===== src/source/codec_pkg.sv =====
package codec_pkg;

  localparam int WORD_W  = 26;
  localparam int OP_W    = 4;
  localparam int ADDR_W  = 5;
  localparam int SHIFT_W = 4;

  localparam logic [OP_W-1:0] OP_NOP       = 4'h0;
  localparam logic [OP_W-1:0] OP_ADD_MEM   = 4'h1;  // Two RAM reads, A + T
  localparam logic [OP_W-1:0] OP_FILTER3   = 4'h2;
  localparam logic [OP_W-1:0] OP_FILTER_Y  = 4'h3;
  localparam logic [OP_W-1:0] OP_FILTER_Y2 = 4'h4;
  localparam logic [OP_W-1:0] OP_FILTER_Y1 = 4'h5;
  localparam logic [OP_W-1:0] OP_CLEAR_Y   = 4'h6;
  localparam logic [OP_W-1:0] OP_STORE_Y   = 4'h7;
  localparam logic [OP_W-1:0] OP_IMPORT    = 4'h8;
  localparam logic [OP_W-1:0] OP_EXPORT    = 4'h9;
  localparam logic [OP_W-1:0] OP_LOAD_Y    = 4'ha;
  localparam logic [OP_W-1:0] OP_FILTER_YB = 4'hb;
  localparam logic [OP_W-1:0] OP_LOAD_MEM  = 4'hc;  // Two RAM reads into A and T
  localparam logic [OP_W-1:0] OP_STORE_A   = 4'hd;
  localparam logic [OP_W-1:0] OP_BASE_DEC  = 4'hf;

  // Address view, used by the dual-fetch words
  typedef struct packed {
    logic [OP_W-1:0]                    op;
    logic [1:0]                         rsvd_hi;
    logic [ADDR_W-1:0]                  addr_a;
    logic [1:0]                         rsvd_mid;
    logic [ADDR_W-1:0]                  addr_b;
    logic [WORD_W-OP_W-2*ADDR_W-5:0]    rsvd_lo;
  } micro_addr_t;

  // Arithmetic view, signs are 0 for add and 1 for subtract
  typedef struct packed {
    logic [OP_W-1:0]                    op;
    logic [WORD_W-OP_W-3*SHIFT_W-4:0]   rsvd;
    logic                               plus_p2;
    logic                               plus_p3;
    logic                               plus_p4;
    logic [SHIFT_W-1:0]                 shift_p2;
    logic [SHIFT_W-1:0]                 shift_p3;
    logic [SHIFT_W-1:0]                 shift_p4;
  } micro_alu_t;

  typedef union packed {
    micro_addr_t addr;
    micro_alu_t  alu;
  } micro_word_u;

endpackage

===== src/source/codec_decode.sv =====
`timescale 1ns/1ps

module codec_decode import codec_pkg::*; (
  input  logic               sys_clk,
  input  logic               resetb,
  input  logic               p4,
  input  micro_word_u        rom_data,
  input  logic               addr_a_cycle,
  output logic               p2_t_left,
  output logic               p2_ram_left,
  output logic               p2_a_right,
  output logic               p2_write_reg_a,
  output logic               p3_t_left,
  output logic               p3_a_right,
  output logic               p3_write_reg_a,
  output logic               p4_t_left,
  output logic               p4_y_left,
  output logic               p4_ram_left,
  output logic               p4_inport_left,
  output logic               p4_a_right,
  output logic               p4_y_right,
  output logic               p4_write_reg_t,
  output logic               p4_write_reg_a,
  output logic               p4_write_reg_y,
  output logic               p4_write_memory,
  output logic               p4_write_outport,
  output logic               addr_a_only,
  output logic [SHIFT_W-1:0] p2_shift,
  output logic [SHIFT_W-1:0] p3_shift,
  output logic [SHIFT_W-1:0] p4_shift,
  output logic               p2_plus,
  output logic               p3_plus,
  output logic               p4_plus,
  output logic [ADDR_W-1:0]  ram_addr
);

  logic dual_fetch;
  logic base_step;

  ctrl_decode ctrl_decode_inst (
    .sys_clk          (sys_clk),
    .resetb           (resetb),
    .p4               (p4),
    .rom_data         (rom_data),
    .p2_t_left        (p2_t_left),
    .p2_ram_left      (p2_ram_left),
    .p2_a_right       (p2_a_right),
    .p2_write_reg_a   (p2_write_reg_a),
    .p3_t_left        (p3_t_left),
    .p3_a_right       (p3_a_right),
    .p3_write_reg_a   (p3_write_reg_a),
    .p4_t_left        (p4_t_left),
    .p4_y_left        (p4_y_left),
    .p4_ram_left      (p4_ram_left),
    .p4_inport_left   (p4_inport_left),
    .p4_a_right       (p4_a_right),
    .p4_y_right       (p4_y_right),
    .p4_write_reg_t   (p4_write_reg_t),
    .p4_write_reg_a   (p4_write_reg_a),
    .p4_write_reg_y   (p4_write_reg_y),
    .p4_write_memory  (p4_write_memory),
    .p4_write_outport (p4_write_outport),
    .addr_a_only      (addr_a_only),
    .dual_fetch       (dual_fetch),
    .base_step        (base_step)
  );

  alu_field_decode alu_field_decode_inst (
    .sys_clk    (sys_clk),
    .resetb     (resetb),
    .p4         (p4),
    .rom_data   (rom_data),
    .dual_fetch (dual_fetch),
    .p2_shift   (p2_shift),
    .p3_shift   (p3_shift),
    .p4_shift   (p4_shift),
    .p2_plus    (p2_plus),
    .p3_plus    (p3_plus),
    .p4_plus    (p4_plus)
  );

  addr_gen addr_gen_inst (
    .sys_clk      (sys_clk),
    .resetb       (resetb),
    .p4           (p4),
    .rom_data     (rom_data),
    .base_step    (base_step),
    .addr_a_only  (addr_a_only),  // Registered flag, same edge as the addresses
    .addr_a_cycle (addr_a_cycle),
    .ram_addr     (ram_addr)
  );

endmodule


===== src/source/addr_gen.sv =====
`timescale 1ns/1ps

module addr_gen import codec_pkg::*; (
  input  logic              sys_clk,
  input  logic              resetb,
  input  logic              p4,
  input  micro_word_u       rom_data,
  input  logic              base_step,
  input  logic              addr_a_only,
  input  logic              addr_a_cycle,
  output logic [ADDR_W-1:0] ram_addr
);

  logic [ADDR_W-1:0] base_addr;
  logic [ADDR_W-1:0] phys_addr_a;
  logic [ADDR_W-1:0] phys_addr_b;

  // Circular buffer base, moves down one slot per base-step word
  always_ff @(posedge sys_clk) begin
    if (!resetb) begin
      base_addr <= '0;
    end else if (p4 && base_step) begin
      base_addr <= base_addr - 1'b1;
    end
  end

  // Sums use the base from before this strobe and wrap at 32
  always_ff @(posedge sys_clk) begin
    if (!resetb) begin
      phys_addr_a <= '0;
      phys_addr_b <= '0;
    end else if (p4) begin
      phys_addr_a <= base_addr + rom_data.addr.addr_a;
      phys_addr_b <= base_addr + rom_data.addr.addr_b;
    end
  end

  // Second address only on the B half of a dual fetch
  assign ram_addr = (addr_a_only || addr_a_cycle) ? phys_addr_a : phys_addr_b;

endmodule


===== src/source/alu_field_decode.sv =====
`timescale 1ns/1ps

module alu_field_decode import codec_pkg::*; (
  input  logic               sys_clk,
  input  logic               resetb,
  input  logic               p4,
  input  micro_word_u        rom_data,
  input  logic               dual_fetch,
  output logic [SHIFT_W-1:0] p2_shift,
  output logic [SHIFT_W-1:0] p3_shift,
  output logic [SHIFT_W-1:0] p4_shift,
  output logic               p2_plus,
  output logic               p3_plus,
  output logic               p4_plus
);

  always_ff @(posedge sys_clk) begin
    if (!resetb) begin
      p2_shift <= '0;
      p3_shift <= '0;
      p4_shift <= '0;
      p2_plus  <= 1'b0;
      p3_plus  <= 1'b0;
      p4_plus  <= 1'b0;
    end else if (p4) begin
      p3_shift <= rom_data.alu.shift_p3;
      p4_shift <= rom_data.alu.shift_p4;
      // Address bits overlap these fields on dual-fetch words
      if (dual_fetch) begin
        p2_shift <= '0;
        p2_plus  <= 1'b0;
        p3_plus  <= 1'b0;
        p4_plus  <= 1'b0;
      end else begin
        p2_shift <= rom_data.alu.shift_p2;
        p2_plus  <= rom_data.alu.plus_p2;
        p3_plus  <= rom_data.alu.plus_p3;
        p4_plus  <= rom_data.alu.plus_p4;
      end
    end
  end

endmodule


===== src/source/ctrl_decode.sv =====
`timescale 1ns/1ps

module ctrl_decode import codec_pkg::*; (
  input  logic        sys_clk,
  input  logic        resetb,
  input  logic        p4,
  input  micro_word_u rom_data,
  output logic        p2_t_left,
  output logic        p2_ram_left,
  output logic        p2_a_right,
  output logic        p2_write_reg_a,
  output logic        p3_t_left,
  output logic        p3_a_right,
  output logic        p3_write_reg_a,
  output logic        p4_t_left,
  output logic        p4_y_left,
  output logic        p4_ram_left,
  output logic        p4_inport_left,
  output logic        p4_a_right,
  output logic        p4_y_right,
  output logic        p4_write_reg_t,
  output logic        p4_write_reg_a,
  output logic        p4_write_reg_y,
  output logic        p4_write_memory,
  output logic        p4_write_outport,
  output logic        addr_a_only,
  output logic        dual_fetch,
  output logic        base_step
);

  logic [OP_W-1:0] op;

  assign op = rom_data.addr.op;

  // Words that carry two RAM addresses instead of arithmetic fields
  assign dual_fetch = (op == OP_ADD_MEM) || (op == OP_LOAD_MEM);
  assign base_step  = (op == OP_BASE_DEC);

  always_ff @(posedge sys_clk) begin
    if (!resetb) begin
      {p2_t_left, p2_ram_left, p2_a_right, p2_write_reg_a,
       p3_t_left, p3_a_right, p3_write_reg_a,
       p4_t_left, p4_y_left, p4_ram_left, p4_inport_left, p4_a_right, p4_y_right,
       p4_write_reg_t, p4_write_reg_a, p4_write_reg_y,
       p4_write_memory, p4_write_outport} <= '0;
      addr_a_only <= 1'b1;
    end else if (p4) begin
      {p2_t_left, p2_ram_left, p2_a_right, p2_write_reg_a,
       p3_t_left, p3_a_right, p3_write_reg_a,
       p4_t_left, p4_y_left, p4_ram_left, p4_inport_left, p4_a_right, p4_y_right,
       p4_write_reg_t, p4_write_reg_a, p4_write_reg_y,
       p4_write_memory, p4_write_outport} <= '0;
      addr_a_only <= ~dual_fetch;
      case (op)
        OP_ADD_MEM: begin
          p2_ram_left    <= 1'b1;
          p2_write_reg_a <= 1'b1;
          p4_ram_left    <= 1'b1;
          p4_a_right     <= 1'b1;
          p4_write_reg_a <= 1'b1;
          p4_write_reg_t <= 1'b1;
        end
        OP_FILTER3: begin
          p2_t_left      <= 1'b1;
          p2_a_right     <= 1'b1;
          p2_write_reg_a <= 1'b1;
          p3_t_left      <= 1'b1;
          p3_a_right     <= 1'b1;
          p3_write_reg_a <= 1'b1;
          p4_t_left      <= 1'b1;
          p4_a_right     <= 1'b1;
          p4_write_reg_a <= 1'b1;
        end
        OP_FILTER_Y: begin
          p2_t_left      <= 1'b1;
          p2_a_right     <= 1'b1;
          p2_write_reg_a <= 1'b1;
          p3_t_left      <= 1'b1;
          p3_a_right     <= 1'b1;
          p3_write_reg_a <= 1'b1;
          p4_y_left      <= 1'b1;
          p4_a_right     <= 1'b1;
          p4_write_reg_y <= 1'b1;
        end
        OP_FILTER_Y2: begin  // Idle in phase two
          p3_t_left      <= 1'b1;
          p3_a_right     <= 1'b1;
          p3_write_reg_a <= 1'b1;
          p4_y_left      <= 1'b1;
          p4_a_right     <= 1'b1;
          p4_write_reg_y <= 1'b1;
        end
        OP_FILTER_Y1: begin
          p4_y_left      <= 1'b1;
          p4_a_right     <= 1'b1;
          p4_write_reg_y <= 1'b1;
        end
        OP_CLEAR_Y:   p4_write_reg_y <= 1'b1;  // Nothing on either operand
        OP_STORE_Y: begin
          p4_y_right      <= 1'b1;
          p4_write_memory <= 1'b1;
        end
        OP_IMPORT: begin
          p4_inport_left  <= 1'b1;
          p4_write_memory <= 1'b1;
        end
        OP_EXPORT: begin
          p4_ram_left      <= 1'b1;
          p4_write_outport <= 1'b1;
        end
        OP_LOAD_Y: begin
          p4_ram_left    <= 1'b1;
          p4_write_reg_y <= 1'b1;
        end
        OP_FILTER_YB: begin
          p2_t_left      <= 1'b1;
          p2_a_right     <= 1'b1;
          p2_write_reg_a <= 1'b1;
          p3_a_right     <= 1'b1;  // Zero left operand in phase three
          p3_write_reg_a <= 1'b1;
          p4_y_left      <= 1'b1;
          p4_a_right     <= 1'b1;
          p4_write_reg_y <= 1'b1;
        end
        OP_LOAD_MEM: begin
          p2_ram_left    <= 1'b1;
          p2_write_reg_a <= 1'b1;
          p4_ram_left    <= 1'b1;
          p4_write_reg_t <= 1'b1;
        end
        OP_STORE_A: begin
          p4_a_right      <= 1'b1;
          p4_write_memory <= 1'b1;
        end
        OP_NOP, OP_BASE_DEC: ;  // Base update lives in addr_gen
        default: ;
      endcase
    end
  end

endmodule


===== config.mk =====
export PLATFORM = sky130hd
export DESIGN_NAME = codec_decode
export DESIGN_NICKNAME = d
export VERILOG_FILES = /design/src/source/codec_pkg.sv /design/src/source/codec_decode.sv /design/src/source/addr_gen.sv /design/src/source/alu_field_decode.sv /design/src/source/ctrl_decode.sv
export SDC_FILE = /design/constraint.sdc
export NUM_CORES = 1
export LEC_CHECK = 0
export BUFFER_PORTS_ARGS = -buffer_cell sky130_fd_sc_hd__buf_2
export CELL_PAD_IN_SITES_DETAIL_PLACEMENT = 1
export CELL_PAD_IN_SITES_GLOBAL_PLACEMENT = 1
export CORE_ASPECT_RATIO = 1.75
export CORE_MARGIN = 10
export CORE_UTILIZATION = 40
export DETAILED_ROUTE_END_ITERATION = 10
export PLACE_DENSITY_LB_ADDON = 0.1
export SLEW_MARGIN = 20
export SYNTH_ARGS = -nofsm -noshare
export SYNTH_HDL_FRONTEND = slang
export SYNTH_SLANG_ARGS = --single-unit

===== constraint.sdc =====
create_clock -name sys_clk -period 4.4 [get_ports sys_clk]
set_clock_uncertainty 0.1 [all_clocks]
set_input_delay 1.1 -clock sys_clk [delete_from_list [all_inputs] [get_ports sys_clk]]
set_output_delay 1.1 -clock sys_clk [all_outputs]
set_load 0.02 [all_outputs]

==> flow_metrics.tcl, run 1 <==
set metrics [dict create \
    holdBufCountCts 0 \
    track_usage 0.1462 \
    die_h_um 119.8 \
    clk_pin_slew_ps 80 \
    grt_antenna_before_repair 0 \
    layout.nets 351 \
    chipWidth_um 77.05 \
    num_rows 36 \
    path_class "primary input to primary output" \
    coreArea_um2 5540 \
    drive_gt1_frac 0.2765 \
    synthFlopType "dfxtp_1" \
    worst-path-buf-inv 2 \
    path_cells "buf_2, nor2_1, mux2_2, buf_2" \
    rsz0062_at_grt "no" \
    gp_congestion 0.7512 \
    end_kind "primary output" \
    synth_cell_types 48 \
    clkSinkCount 46 \
    min_from "alu_field_decode_inst.p2_plus" \
    wl_met1_um 2533 \
    highest_layer "met4" \
    firstDrtPassIters 4 \
    cts_buffer_depth 2 \
    cp_slowest_cell "nor2_1" \
    htreeDepth 2 \
    wl_met3_um 285 \
    required_ps 3200 \
    tightest_slew_ps 775.2 \
    dr_wl_met2_um 3563 \
    crit_family "simple AND/OR/NAND/NOR gates" \
    power_leakage_nw 1.219 \
    postCtsSetupRepairBufs 0 \
    stdcell_area_um2 2718 \
    grt_max_degree 37 \
    regToRegStartpoint "addr_gen_inst.base_addr[0]" \
    fmax_mhz 295.2 \
    critPathLaunchType "primary input" \
    synth.ff_latch_count 46 \
    crit_fanout 5 \
    ys.warnings.count 0 \
    netlist_area_um2 2278 \
    start_util 0.4112 \
    p_per_area_nw_per_um2 335.0 \
    fin_crit_sh 0.7699 \
    slew_headroom 0.4800 \
    grt_pass1_wl_um 11010 \
    drc 0 \
    area_delta_synth_final_pct 19.28 \
    routed_wl_um 6528 \
    maxSlewViolCount 0 \
    placed_cell_area_um2 2608 \
    crit_top_cell "buf_2" \
    die_area_um2 9234 \
    nFillCells 723 \
    insertion_delay_ps 310 \
    portBuffers 66 \
    ctsResizeCount 0 \
    setup_viol_count_final 0 \
    hold_viol 0 \
    ioPinCount 69 \
    drtIter0Drc 88 \
    viasPerCell 5.284 \
    cts_buffers 5 \
    cp-startpoint "addr_a_cycle" \
    setup_tns_ps 0 \
    syn_avg_cell_area_um2 8.900 \
    post-place-cells 379 \
    critPathMaxStageDelay_ps 420 \
    grt_pass1_vias 2250 \
    post_drt_wl_per_cell_um 16.87 \
    async_flop_share 0 \
    root_buffer "clkbuf_8" \
    regToRegSetupSlack_ps 2400 \
    arrival_ps 2190 \
    fin_crit_ps 3388 \
    synth_edf_count 0 \
    fin_cells 387 \
    vias 2045 \
    vdd_drop_max_mv 0.1790 \
    hp-class "flip-flop to flip-flop" \
    num_antenna_cells 0 \
    outcome "completed" \
    synth.net_count 297 \
    synth_cells 256 \
    cts_tree "yes" \
    setup_ws_ps 1012 \
    ant_nets 0 \
    grt_overflow 0 \
    drv_cap 0 \
    dp_slack_ps 995.6 \
    yosysSeqAreaShare 0.4042 \
    hpwlAfterDp_um 4963 \
]
==> cells in the final DEF (no fill, tap or decap), types with 2 or more instances in the layout <==
master / instances
fa_1: 2
nor3_1: 2
nand2b_1: 4
nor2_1: 21
a31oi_1: 2
dfxtp_1: 46
ha_1: 9
o21ai_1: 4
o221a_2: 2
buf_2: 66
and2b_1: 2
a21oi_1: 17
a21o_1: 4
and2_1: 2
nor2b_1: 5
o21a_1: 2
nand2_1: 18
clkbuf_8: 8
a311oi_1: 2
and3_1: 2
xnor2_1: 5
o21ai_0: 13
a2111o_1: 2
nand3b_1: 2
mux2_2: 5
nand4_1: 3
mux2i_1: 14
a211oi_1: 3
nand3_1: 22
inv_1: 5
==> final timing paths <==
kind                            cells past startpoint                            end
worst max-delay path                                4                    ram_addr[3]
worst min-delay path                                2  alu_field_decode_inst.p2_plus
worst max register to register                      6   addr_gen_inst.phys_addr_a[4]
worst min register to register                      2  alu_field_decode_inst.p2_plus
==> Yosys cell counts, types with 3 or more instances <==
cell | number | share of area
a211oi_1 | 3 | 0.0099
a21o_1 | 4 | 0.013
a21oi_1 | 17 | 0.037
buf_2 | 8 | 0.018
buf_4 | 5 | 0.016
clkbuf_1 | 6 | 0.0099
dfxtp_1 | 46 | 0.40
ha_1 | 9 | 0.049
inv_1 | 5 | 0.0082
mux2_2 | 5 | 0.025
mux2i_1 | 14 | 0.062
nand2_1 | 18 | 0.030
nand2b_1 | 4 | 0.011
nand3_1 | 22 | 0.048
nand4_1 | 3 | 0.0082
nor2_1 | 21 | 0.035
nor2b_1 | 5 | 0.014
o21ai_0 | 13 | 0.029
o21ai_1 | 4 | 0.0088
xnor2_1 | 5 | 0.019
==> sequential cells by signal (all words and copies together) (netlist names), 4 cells and up <==
name and cells:
addr_gen_inst.base_addr 5, addr_gen_inst.phys_addr_b 5, alu_field_decode_inst.p3_shift 4, alu_field_decode_inst.p2_shift 4
alu_field_decode_inst.p4_shift 4, addr_gen_inst.phys_addr_a 5
==> per-stage QoR <==
step	utilization	power, mW	hold WS, ps
global route	0.4905	0.9585	387.6
detailed placement	0.4706	0.6194	342.2
floorplan	-	0.5651	354.0
finish	0.4905	0.9105	348.4
global placement	0.4706	0.6144	329.0
CTS	0.4905	0.9254	354.1
==> area by class of cell <==
type / instances / area (µm²) / area share
Multi-Input combinational cell: 183 / 1227 / 0.4517
Sequential cell: 46 / 920.9 / 0.3389
Timing Repair Buffer: 67 / 337.8 / 0.1243
Clock buffer: 8 / 110.1 / 0.04052
Tap cell: 76 / 95.09 / 0.03499
Inverter: 7 / 26.28 / 0.009668
==> tightest hold or removal path: cells and delay by family, from the launching register on <==
kind             cells  cell delay, ps
flip-flops           1             310
AND/OR/NAND/NOR      1              50
AO/OA/AOI/OAI        1              50
==> report_power, final <==
group	switching (mW)	internal, mW	leakage, nW
Clock	0.146	0.159	0.0575
Combinational	0.0966	0.0585	0.783
Sequential	0.0122	0.439	0.378
Total	0.255	0.656	1.22
==> logic make-up after synthesis <==
group | synth area share
simple gates | 0.1955
compound gates | 0.1669
flops | 0.4042
buf+inv | 0.05711
mux | 0.08621
fa+ha+maj | 0.06700
xor+xnor | 0.02306
==> routing by layer <==
layer  vias to the layer above  track usage
met1                       983       0.1425
met5                         -            0
li1                       1011            -
met3                         8      0.03886
met4                         0      0.06193
met2                        43       0.2797
(Power assumes the default switching activity.)
==> run 2: changes to the inputs <==
--- a/config.mk
+++ b/config.mk
@@ -10,7 +10,7 @@
 export CELL_PAD_IN_SITES_GLOBAL_PLACEMENT = 1
 export CORE_ASPECT_RATIO = 1.75
 export CORE_MARGIN = 10
-export CORE_UTILIZATION = 40
+export CORE_UTILIZATION = 34
 export DETAILED_ROUTE_END_ITERATION = 10
 export PLACE_DENSITY_LB_ADDON = 0.1
 export SLEW_MARGIN = 20
==> constraint.sdc (replaced) <==
create_clock -name sys_clk -period 2.98 [get_ports sys_clk]
set_clock_uncertainty 0.1 [all_clocks]
set_input_delay 0.745 -clock sys_clk [delete_from_list [all_inputs] [get_ports sys_clk]]
set_output_delay 0.745 -clock sys_clk [all_outputs]
set_load 0.02 [all_outputs]
==> flow_metrics.tcl, run 2 (synthesis results as in run 1) <==
set metrics [dict create \
    grt_antenna_before_repair 0 \
    grt_max_degree 28 \
    sw_frac_of_total 0.2626 \
    min_from "alu_field_decode_inst.p2_plus" \
    cts_buffer_depth 2 \
    rsz0062_at_grt "no" \
    placed_cell_area_um2 2645 \
    grt_pass1_vias 2198 \
    fin_crit_sh 0.8122 \
    final_cell_mix "buf_2 (66), dfxtp_1 (46), nand3_1 (22), nor2_1 (21), nand2_1 (18)" \
    critPathMaxStageDelay_ps 330 \
    holdBufCountCts 0 \
    hpwlAfterDp_um 5101 \
    min_to "alu_field_decode_inst.p2_plus" \
    stdcell_area_um2 2810 \
    dp_slack_ps 547.6 \
    insertion_delay_ps 290 \
    viasPerCell 5.176 \
    hold_ws_ps 347.9 \
    end_kind "primary output" \
    grt_overflow 0 \
    vias 2055 \
    dr_wl_met2_um 3717 \
    top_regs "addr_gen_inst.base_addr x5, addr_gen_inst.phys_addr_a x5, addr_gen_inst.phys_addr_b x5" \
    coreArea_um2 6539 \
    num_rows 39 \
    wl_met1_um 2546 \
    drive_gt1_frac 0.2857 \
    gp_congestion 0.7534 \
    root_buffer "clkbuf_16" \
    chipWidth_um 81.88 \
    hold_depth 2 \
    layout.nets 355 \
    path_cells "buf_2, nor2_1, buf_4, mux2_2, buf_2" \
    regToRegStartpoint "addr_gen_inst.base_addr[0]" \
    maxSlewViolCount 0 \
    setup_ws_ps 559.8 \
    die_area_um2 10500 \
    power_frac_clock 0.414 \
    fin_cells 397 \
    fin_crit_ps 2420 \
    arrival_ps 1580 \
    power_leakage_nw 1.265 \
    seq_power_share 0.435 \
    die_h_um 128.3 \
    wl_met3_um 326 \
    required_ps 2130 \
    reg2reg_depth 6 \
    portBuffers 66 \
    slew_headroom 0.7104 \
    tightest_slew_ps 434.4 \
    postCtsSetupRepairBufs 0 \
    drv_cap 0 \
    area_delta_synth_final_pct 23.34 \
    p_per_area_nw_per_um2 545.6 \
    crit_family "buffers and inverters" \
    clkSinkCount 46 \
    fmax_mhz 413.2 \
    hp-class "flip-flop to flip-flop" \
    hold_viol 0 \
    vdd_drop_max_mv 0.3581 \
    cp_slowest_cell "mux2_2" \
    internal-power_mw 1.131 \
    routed_wl_um 6700 \
    ctsResizeCount 0 \
    worst-path-buf-inv 3 \
    drtIter0Drc 63 \
    firstDrtPassIters 4 \
    grt_pass1_wl_um 10900 \
    setup_tns_ps 0 \
    post_drt_wl_per_cell_um 16.88 \
    htreeDepth 2 \
    crit_fanout 5 \
    post-place-cells 389 \
    track_usage 0.1336 \
    p_sw_mw 0.4025 \
    rr_endpoint "addr_gen_inst.phys_addr_a[4]" \
    highest_layer "met4" \
    final_common_cell "buf_2" \
    ioPinCount 69 \
    regToRegSetupSlack_ps 960 \
    ant_nets 0 \
    crit_top_cell "buf_2" \
    drc 0 \
    share_comb_of_total_power 0.151 \
    num_antenna_cells 0 \
    path_class "primary input to primary output" \
    start_util 0.3485 \
    setup_viol_count_final 0 \
    cts_buffers 5 \
    clk_pin_slew_ps 60 \
    outcome "completed" \
    critPathLaunchType "primary input" \
    cts_tree "yes" \
]
## run 2: worst max-delay path by stage
stage                     cells after the start    startpoint           to
final                                         5  addr_a_cycle  ram_addr[3]
after global routing                          5  addr_a_cycle  ram_addr[3]
after global placement                        5  addr_a_cycle  ram_addr[3]
after CTS                                     5  addr_a_cycle  ram_addr[3]
after detailed placement                      5  addr_a_cycle  ram_addr[3]
after floorplan                               2  addr_a_cycle  ram_addr[0]
## run 2: tightest hold or removal path, delay by kind of cell (launching register included)
family             cells  cell delay, ps
and+or+nand+nor        1              50
AOI/OAI and AO/OA      1              50
DFF                    1             310
## run 2: metal layers
layer / up-vias / track usage
met3: 6 / 0.02809
met5: - / 0
li1: 1021 / -
met2: 40 / 0.2428
met4: 0 / 0.05433
met1: 988 / 0.1413
## run 2: layout make-up
type,count,area (µm²)
fill,817,3729
multi-input combinational,183,1227
sequential,46,920.9
timing repair buffer,71,367.9
clock buffer,5,125.1
tap,82,102.6
clock inverter,3,40.04
inverter,7,26.28
## run 2: power by group through the flow
stage	Sequential, mW	Clock (mW)	Combinational (mW)
floorplan	0.705	0	0.130
global placement	0.680	0	0.235
detailed placement	0.682	0	0.238
CTS	0.668	0.656	0.239
global route	0.671	0.682	0.258
finish	0.667	0.634	0.232
## run 2: through the flow
stage / total power [mW] / utilization
2_1_floorplan: 0.8343 / -
3_3_place_gp: 0.9149 / 0.4045
3_5_place_dp: 0.9193 / 0.4045
4_1_cts: 1.563 / 0.4298
5_1_grt: 1.612 / 0.4298
6_report: 1.533 / 0.4298
==> run 3: changes to the inputs <==
==> constraint.sdc (replaced) <==
create_clock -name sys_clk -period 2.2 [get_ports sys_clk]
set_clock_uncertainty 0.1 [all_clocks]
set_input_delay 0.55 -clock sys_clk [delete_from_list [all_inputs] [get_ports sys_clk]]
set_output_delay 0.55 -clock sys_clk [all_outputs]
set_load 0.02 [all_outputs]
==> flow_metrics.tcl, run 3 (synthesis results as in run 1) <==
set metrics [dict create \
    cts_tree "yes" \
    clkSinkCount 46 \
    grt_overflow 0 \
    holdBufCountCts 0 \
    num_antenna_cells 0 \
    firstDrtPassIters 4 \
    num_rows 39 \
    nFillCells 835 \
    final_common_cell "buf_2" \
    postCtsSetupRepairBufs 0 \
    portBuffers 66 \
    grt_pass1_vias 2279 \
    crit_fanout 5 \
    cts_buffers 5 \
    outcome "completed" \
    arrival_ps 1380 \
    cts_buffer_depth 2 \
    maxSlewViolCount 0 \
    cp-startpoint "addr_a_cycle" \
    vdd_drop_max_mv 0.4780 \
    ioPinCount 69 \
    clk_pin_slew_ps 60 \
    slew_headroom 0.7257 \
    power_mw 2.092 \
    die_area_um2 10500 \
    grt_max_degree 28 \
    critPathLaunchType "primary input" \
    post_drt_wl_per_cell_um 16.83 \
    path_cells "buf_2, nor2_1, buf_4, mux2_2, buf_2" \
    gp_congestion 0.8162 \
    drc 0 \
    power_leakage_nw 1.304 \
    tightest_slew_ps 401.1 \
    ant_nets 0 \
    p_per_area_nw_per_um2 728.8 \
    post-place-cells 397 \
    crit_top_cell "buf_2" \
    required_ps 1550 \
    drive_gt1_frac 0.3034 \
    drv_cap 0 \
    viasPerCell 5.106 \
    coreArea_um2 6539 \
    drtIter0Drc 98 \
    cp_slowest_cell "mux2_2" \
    root_buffer "clkbuf_16" \
    end_kind "primary output" \
    routed_wl_um 6815 \
    layout.nets 363 \
    final_cell_mix "buf_2 (66), dfxtp_1 (46), nand3_1 (22), nor2_1 (21), nand2_1 (18)" \
    regToRegStartpoint "addr_gen_inst.base_addr[1]" \
    min_from "alu_field_decode_inst.p2_shift[0]" \
    hpwlAfterDp_um 5246 \
    fin_crit_sh 0.9209 \
    grt_pass1_wl_um 11360 \
    track_usage 0.1385 \
    die_h_um 128.3 \
    chipWidth_um 81.88 \
    hp-class "flip-flop to flip-flop" \
    htreeDepth 2 \
    final_util 0.4390 \
    top_regs "addr_gen_inst.base_addr x5, addr_gen_inst.phys_addr_a x5, addr_gen_inst.phys_addr_b x5" \
    area_delta_synth_final_pct 25.97 \
    hold_viol 0 \
    rsz0062_at_grt "no" \
    start_util 0.3485 \
    fin_cells 405 \
    fmax_mhz 493.6 \
    grt_antenna_before_repair 0 \
    setup_viol_count_final 0 \
    critPathMaxStageDelay_ps 330 \
    ctsResizeCount 0 \
    setup_tns_ps 0 \
    path_class "primary input to primary output" \
    hold_ws_ps 341.0 \
    fin_crit_ps 2026 \
    vias 2068 \
    insertion_delay_ps 290 \
]
[run 3: changes by cell type in the layout (fill, tap and decap cells not counted)]
cell,delta
buf_4,+8
[run 3: final timing paths]
| check | cells after the start | slack [ps] | end |
|---|---|---|---|
| worst max-delay path | 5 | 170 | ram_addr[3] |
| worst min-delay path | 2 | 340 | alu_field_decode_inst.p2_shift[0] |
| worst max register to register | 5 | 270 | addr_gen_inst.phys_addr_a[4] |
| worst min register to register | 2 | 340 | alu_field_decode_inst.p2_shift[0] |
[run 3: per-layer routing]
| metal | up-vias | share of wire | track usage |
|---|---|---|---|
| li1 | 1032 | - | - |
| met1 | 984 | 0.37 | 0.1394 |
| met2 | 43 | 0.56 | 0.2567 |
| met3 | 9 | 0.054 | 0.03441 |
| met4 | 0 | 0.020 | 0.05533 |
| met5 | - | 0 | 0 |
[run 3: cell type report]
class,count,area [µm²],area share
clock inverters,3,40.04,0.01395
well taps,82,102.6,0.03575
inverters,7,26.28,0.009154
clock buffers,5,125.1,0.04359
repair buffers,79,427.9,0.1491
flip-flops and latches,46,920.9,0.3208
multi-input cells,183,1227,0.4276
[run 3: per-stage QoR]
| stage | cell area (µm²) | worst slack, ps |
|---|---|---|
| after detailed placement | 2705 | 0.1741 |
| after global placement | 2705 | 62.19 |
| after CTS | 2870 | 141.3 |
| after global routing | 2870 | 67.15 |
| final | 2870 | 174.0 |
| after floorplan | 2278 | 255.5 |
[run 3: worst max-delay path: cells and delay by family]
| kind | cells | cell delay (ps) |
|---|---|---|
| buffers and inverters | 3 | 410 |
| multiplexers | 1 | 330 |
| AND/OR/NAND/NOR | 1 | 70 |
[run 3: power breakdown]
part	switching, mW	internal, mW
Sequential	0.0243	0.878
Combinational	0.197	0.130
Clock	0.330	0.532
Total	0.551	1.54
